===== config.mk =====
export PLATFORM = sky130hd
export DESIGN_NAME = addrGen_flat
export DESIGN_NICKNAME = d
export VERILOG_FILES = /design/src/hw/memUnitPkg.sv /design/src/hw/addrGenCfgIf.sv /design/src/hw/memPortIf.sv /design/src/hw/addrGen.sv /design/src/flat_wrapper.sv
export VERILOG_INCLUDE_DIRS = /design/src /design/src/include
export SDC_FILE = /design/constraint.sdc
export NUM_CORES = 1
export LEC_CHECK = 0
export BUFFER_PORTS_ARGS = -buffer_cell sky130_fd_sc_hd__buf_2
export CAP_MARGIN = 20
export CORE_ASPECT_RATIO = 2
export CORE_MARGIN = 3
export CORE_UTILIZATION = 60
export CTS_BUF_LIST = sky130_fd_sc_hd__clkbuf_4
export DETAILED_ROUTE_END_ITERATION = 16
export GPL_ROUTABILITY_DRIVEN = 0
export PLACE_DENSITY = 0.95
export SLEW_MARGIN = 25
export SYNTH_ARGS = -nofsm -noshare
export SYNTH_HDL_FRONTEND = slang
export SYNTH_SLANG_ARGS = --single-unit

===== constraint.sdc =====
create_clock -name clk -period 6.03 [get_ports clk]
set_input_delay 1.206 -clock clk [delete_from_list [all_inputs] [get_ports clk]]
set_output_delay 1.206 -clock clk [all_outputs]
set_load 0.1 [all_outputs]

===== src/include/memUnit_consts.svh =====
`ifndef MEMUNIT_CONSTS_SVH
`define MEMUNIT_CONSTS_SVH

// datapath and address widths
`define MEM_DATA_W   32
`define MEM_ADDR_W   10
`define MEM_PERIOD_W 10
`define MEM_DELAY_W  10
`define MEM_PORTS    2
// bus valid to ready, in cycles
`define MEM_RD_LAT   3

// configuration field select codes
`define CFG_FIELD_W  4
`define CFG_ITER     4'd0
`define CFG_PER      4'd1
`define CFG_DUTY     4'd2
`define CFG_START    4'd3
`define CFG_SHIFT    4'd4
`define CFG_INCR     4'd5
`define CFG_DELAY    4'd6
`define CFG_FLAGS    4'd7

// bit positions in the flags word
`define CFG_FLAG_REV  0
`define CFG_FLAG_EXT  1
`define CFG_FLAG_WREN 2

`endif


===== src/hw/memUnitPkg.sv =====
`include "memUnit_consts.svh"

package memUnitPkg;

   // one RAM word and one RAM address
   typedef logic [`MEM_DATA_W-1:0]   dataT;
   typedef logic [`MEM_ADDR_W-1:0]   addrT;

   // generator counter widths
   typedef logic [`MEM_PERIOD_W-1:0] periodT;
   typedef logic [`MEM_DELAY_W-1:0]  delayT;

   // configuration port selects
   typedef logic [`CFG_FIELD_W-1:0]  cfgFieldT;
   typedef logic [0:0]               portIdxT;

   typedef enum logic [1:0] {
      genIdle,
      genDelay,
      genRun
   } genStateT;

endpackage


===== src/hw/addrGenCfgIf.sv =====
`timescale 1ns/1ps

interface addrGenCfgIf;
   import memUnitPkg::*;

   // access pattern
   addrT   iterations;
   addrT   start;
   addrT   shift;
   addrT   incr;
   periodT period;
   periodT duty;
   delayT  delay;

   // port mode levels
   logic   reverse;
   logic   ext;
   logic   wrEn;

   modport bank (
      output iterations, start, shift, incr, period, duty, delay,
      output reverse, ext, wrEn
   );

   modport gen (
      input iterations, start, shift, incr, period, duty, delay
   );

   modport mem (
      input reverse, ext, wrEn
   );

endinterface


===== src/hw/memPortIf.sv =====
`timescale 1ns/1ps

interface memPortIf;
   import memUnitPkg::*;

   addrT addr;
   // one access per high cycle
   logic en;
   // level, high while the generator is idle
   logic done;

   modport gen (
      output addr, en, done
   );

   modport mem (
      input addr, en
   );

endinterface


===== src/hw/addrGen.sv =====
`timescale 1ns/1ps
`include "memUnit_consts.svh"

module addrGen (
   input logic      clk,
   input logic      rst,
   input logic      run,
   addrGenCfgIf.gen cfg,
   memPortIf.gen    port
);
   import memUnitPkg::*;

   genStateT state;
   delayT    delayCnt;
   // cycle position inside the current period
   periodT   phase;
   // periods already completed
   addrT     iterCnt;
   addrT     curAddr;
   logic     doneReg;

   // one bit wider so that a zero period or iteration count still ends
   logic [`MEM_PERIOD_W:0] phaseNext;
   logic [`MEM_ADDR_W:0]   iterNext;
   logic                   inDuty;
   logic                   lastCycle;
   logic                   lastPeriod;
   addrT                   stepAddr;

   assign phaseNext  = {1'b0, phase} + 1'b1;
   assign iterNext   = {1'b0, iterCnt} + 1'b1;
   assign inDuty     = (phase < cfg.duty);
   assign lastCycle  = (phaseNext >= {1'b0, cfg.period});
   assign lastPeriod = (iterNext >= {1'b0, cfg.iterations});

   // address after this cycle, incr only counts on enabled cycles
   assign stepAddr = inDuty ? (curAddr + cfg.incr) : curAddr;

   assign port.en   = (state == genRun) && inDuty;
   assign port.addr = curAddr;
   assign port.done = doneReg;

   always_ff @(posedge clk or posedge rst) begin
      if (rst) begin
         state    <= genIdle;
         delayCnt <= '0;
         phase    <= '0;
         iterCnt  <= '0;
         curAddr  <= '0;
         doneReg  <= 1'b1;
      end else begin
         case (state)
            genIdle: begin
               // run is only looked at here, a pulse while busy is dropped
               if (run) begin
                  doneReg  <= 1'b0;
                  phase    <= '0;
                  iterCnt  <= '0;
                  curAddr  <= cfg.start;
                  delayCnt <= cfg.delay;
                  if (cfg.delay == '0) begin
                     state <= genRun;
                  end else begin
                     state <= genDelay;
                  end
               end
            end

            genDelay: begin
               // counts delay down to one, then the first period starts
               delayCnt <= delayCnt - 1'b1;
               if (delayCnt == delayT'(1)) begin
                  state <= genRun;
               end
            end

            genRun: begin
               if (lastCycle) begin
                  phase   <= '0;
                  curAddr <= stepAddr + cfg.shift;
                  if (lastPeriod) begin
                     state   <= genIdle;
                     doneReg <= 1'b1;
                  end else begin
                     iterCnt <= iterNext[`MEM_ADDR_W-1:0];
                  end
               end else begin
                  phase   <= phaseNext[`MEM_PERIOD_W-1:0];
                  curAddr <= stepAddr;
               end
            end

            default: begin
               state <= genIdle;
            end
         endcase
      end
   end

endmodule


===== src/flat_wrapper.sv =====
// flat-port wrapper written by rule: the top's interface ports become plain ports
module addrGen_flat import memUnitPkg::*;
  (clk, rst, run, cfg_iterations, cfg_start, cfg_shift, cfg_incr, cfg_period, cfg_duty, cfg_delay, port_addr, port_en, port_done);
  addrGenCfgIf cfg_i ();
  memPortIf port_i ();
  input logic clk;
  input logic rst;
  input logic run;
  input wire logic [$bits(cfg_i.iterations)-1:0] cfg_iterations;
  input wire logic [$bits(cfg_i.start)-1:0] cfg_start;
  input wire logic [$bits(cfg_i.shift)-1:0] cfg_shift;
  input wire logic [$bits(cfg_i.incr)-1:0] cfg_incr;
  input wire logic [$bits(cfg_i.period)-1:0] cfg_period;
  input wire logic [$bits(cfg_i.duty)-1:0] cfg_duty;
  input wire logic [$bits(cfg_i.delay)-1:0] cfg_delay;
  output wire logic [$bits(port_i.addr)-1:0] port_addr;
  output wire logic [$bits(port_i.en)-1:0] port_en;
  output wire logic [$bits(port_i.done)-1:0] port_done;
  assign cfg_i.iterations = cfg_iterations;
  assign cfg_i.start = cfg_start;
  assign cfg_i.shift = cfg_shift;
  assign cfg_i.incr = cfg_incr;
  assign cfg_i.period = cfg_period;
  assign cfg_i.duty = cfg_duty;
  assign cfg_i.delay = cfg_delay;
  assign port_addr = port_i.addr;
  assign port_en = port_i.en;
  assign port_done = port_i.done;
  addrGen u_core (.clk(clk), .rst(rst), .run(run), .cfg(cfg_i), .port(port_i));
endmodule

==> results.yml <==
critical_path:
  cp_max_fo: 4
  regToRegStartpoint: "u_core.port.addr[0]"
  start_kind: "primary input"
  slowest_stage: "a2111oi_0"
  cp_slowest_stage_delay_ns: 0.45
  endpoint_kind: "flop"
  arrival_ns: 5.03
  worstPathRequired_ns: 6.35
  crit_family: "compound AO/OA/AOI/OAI gates"
  crit_buf_inv: 1
  worst-setup-path-type: "primary input to flop"
  critPathLaunch: "cfg_incr[0]"
  crit_chain: "buf_2 > ha_1 > fa_1 > a21o_1 > a21oi_1 > o21bai_1 > a2111oi_0 > nor3_1 > xor2_1 > mux2_2 > ha_1 > nand3_1 > nor3_1 > a2111oi_0 > xor2_1 > nor2_1 > xnor3_1 > a21oi_1"
clock_tree:
  cts.sinks: 43
  cts_resized: 0
  cts_max_level: 2
  cts.reportedPaths.clkPinSlew_ns: 0.16
  cts_root_buffer: "clkbuf_4"
  clock_latency_ns: 0.39
  cts_tree: "done"
  postCtsSetupBuffers: 0
  cts_buffers: 5
  cts_hold_buf: 0
  clockBufferDepth: 2
timing:
  period_needed_ns: 4.707
  maxSlewViolCount: 0
  setup_tns_ns: 0
  rsz0062_at_grt: "no"
  fin_crit_sh: 0.7806
  fmax_mhz: 212.5
  setup_violations: 0
  slew_headroom: 0.4092
  worstMarginPinSlew_ns: 0.8830
  clock_skew_ns: 0.02140
  hold_viol: 0
logic_synthesis:
  yosysTopAreaCell: "dfrtp_1"
  synth_warnings: 0
  synth-edff-count: 0
  yosysSeqAreaShare: 0.2737
  yosys.area.top_type_share: 0.2670
  synthCells: 469
  synth.area.top_cells: "dfrtp_1 (27%), ha_1 (16%), a21oi_1 (5.0%)"
  syn_nets: 595
  avgSynthCellArea_um2: 8.393
  synthDistinctLibCells: 54
  ys.flop_type: "dfrtp_1"
  synth_common_cells: "ha_1 (51), dfrtp_1 (42), a21oi_1 (39), inv_1 (39), nand2_1 (39)"
  yosysMostFrequentCell: "ha_1"
  ys_async_sr_fraction: 1.000
  synth_seq_cells: 43
  synth_area_um2: 3936
hold_path:
  hold_path_startpoint: "u_core.port.done"
  hold_class: "flop to flop"
place:
  port_buffers: 84
  placedCellCount: 629
  dp_hpwl_mm: 8.240
power:
  swShare: 0.5432
  total_leakage_power_nw: 2.349
  power_frac_clock: 0.079
  peakVddDrop_mv: 0.4089
  power_switching_mw: 1.076
  p_comb_frac: 0.678
  intPower_uw: 904.5
  p_per_area_nw_per_um2: 441.6
  sequentialPowerShare: 0.243
grt:
  gr-total-overflow: 0
  first_global_vias: 3918
  antenna_found_initial: 0
  grt_pass1_wl_mm: 16.96
  grt_max_degree: 44
  globalRouteTotalUtil: 0.2768
layout:
  utilization: 0.7050
  syn_to_final_growth_pct: 13.92
  nets: 676
  layout-drive-gt1-share: 0.2033
  num_antenna_cells: 0
  nFillCells: 540
  fin_cells: 637
job:
  cap_violations: 0
floorplan:
  core-area_um2: 6361
  dieArea_um2: 7627
  ioPinCount: 85
  chipWidth_um: 63.28
  die-height_um: 120.5
  rows: 41
  initial_core_util: 0.6188
drt:
  first_pass_iters: 5
  routedWlPerCell_um: 16.06
  antenna_left: 0
  vias_per_cell: 6.091
  route.detailed.drc: 0
  wirelength_mm: 10.23
  drt_iter0_markers: 248
  vias: 3880
run_status:
  status: "finished clean"
==> cells by family after synthesis <==
logic type,Yosys count,share of synthesized area
simple gates,149,0.1837
compound gates,139,0.2346
fa+ha+maj,53,0.1723
buf+inv,51,0.05149
flops,43,0.2737
xor+xnor,26,0.06135
mux,8,0.02289
==> worst paths after layout <==
kind	end	slack [ns]	depth (start not counted)
worst max-delay path	u_core.port.addr[9]	1.32	18
worst max register to register	u_core.port.addr[9]	1.77	17
min in group asynchronous	u_core.delayCnt[2]	0.93	3
worst min-delay path	u_core.port.done	0.48	2
max in group asynchronous	u_core.port.addr[5]	4.69	3
worst min register to register	u_core.port.done	0.48	2
==> layout by cell type, fill, tap and decap left out, drive strengths merged, types with 2 or more instances in the layout <==
| cell type | n |
|---|---|
| or2 | 5 |
| o21a | 2 |
| a221oi | 3 |
| nand4 | 3 |
| clkinvlp | 2 |
| a21oi | 40 |
| ha | 51 |
| a221o | 2 |
| a2111oi | 2 |
| clkbuf | 5 |
| xor2 | 10 |
| o2111ai | 2 |
| mux2 | 8 |
| fa | 2 |
| a22o | 19 |
| o22ai | 2 |
| nand3 | 15 |
| o21ai | 33 |
| nor3 | 13 |
| buf | 86 |
| a31oi | 6 |
| and3 | 8 |
| nor4 | 3 |
| xnor2 | 15 |
| nand2 | 39 |
| inv | 40 |
| a222oi | 4 |
| dfrtp | 42 |
| a211oi | 3 |
| nor2 | 37 |
| nor2b | 4 |
| o211ai | 2 |
| nand2b | 13 |
| or3 | 4 |
| a21o | 12 |
| and2 | 3 |
==> metrics by stage <==
stage | instance area [um2] | worst slack [ns] | power (mW) | hold WS, ns
final | 4484 | 1.323 | 1.980 | 0.4752
after global routing | 4484 | 1.092 | 2.125 | 0.5055
after CTS | 4484 | 1.294 | 1.964 | 0.4774
after detailed placement | 4423 | 0.8978 | 1.808 | 0.4556
after global placement | 4423 | 1.003 | 1.743 | 0.4566
after floorplan | 3936 | 1.281 | 1.535 | 0.4836
==> state kept, by name, indices dropped and copies added, names as in the netlist <==
signal            cells
u_core.port.done      1
u_core.state          2
u_core.port.addr     10
u_core.phase         10
u_core.iterCnt       10
u_core.delayCnt      10
==> metal layers <==
layer,GRT usage,wire length [um],vias up
li1,-,-,1856
met1,0.2913,3562,1793
met2,0.4964,5406,176
met3,0.03625,580,55
met4,0.1962,683,0
met5,0,0,-
==> power groups by stage <==
stage	combinational, mW	sequential (mW)	clock (mW)
3_5_place_dp	1.32	0.483	0
4_1_cts	1.33	0.477	0.157
6_report	1.34	0.481	0.157
3_3_place_gp	1.27	0.476	0
5_1_grt	1.46	0.494	0.167
2_1_floorplan	0.866	0.669	0
==> tightest hold or removal path, cell delays in order, from the launching register on <==
cell and delay, ns:
dfstp_2 0.41, nand2_1 0.05, nand2_1 0.04
==> cell type report <==
cell class              count  area [um2]  area share
clock buffers               5       37.54    0.008371
inverters                  39       146.4     0.03265
multi-input cells         375        2656      0.5924
repair buffers             86       435.4     0.09710
clock inverters             3       23.77    0.005301
well taps                  86       107.6     0.02400
flip-flops and latches     43        1077      0.2402
No activity file was read; power rests on OpenSTA's default activity.
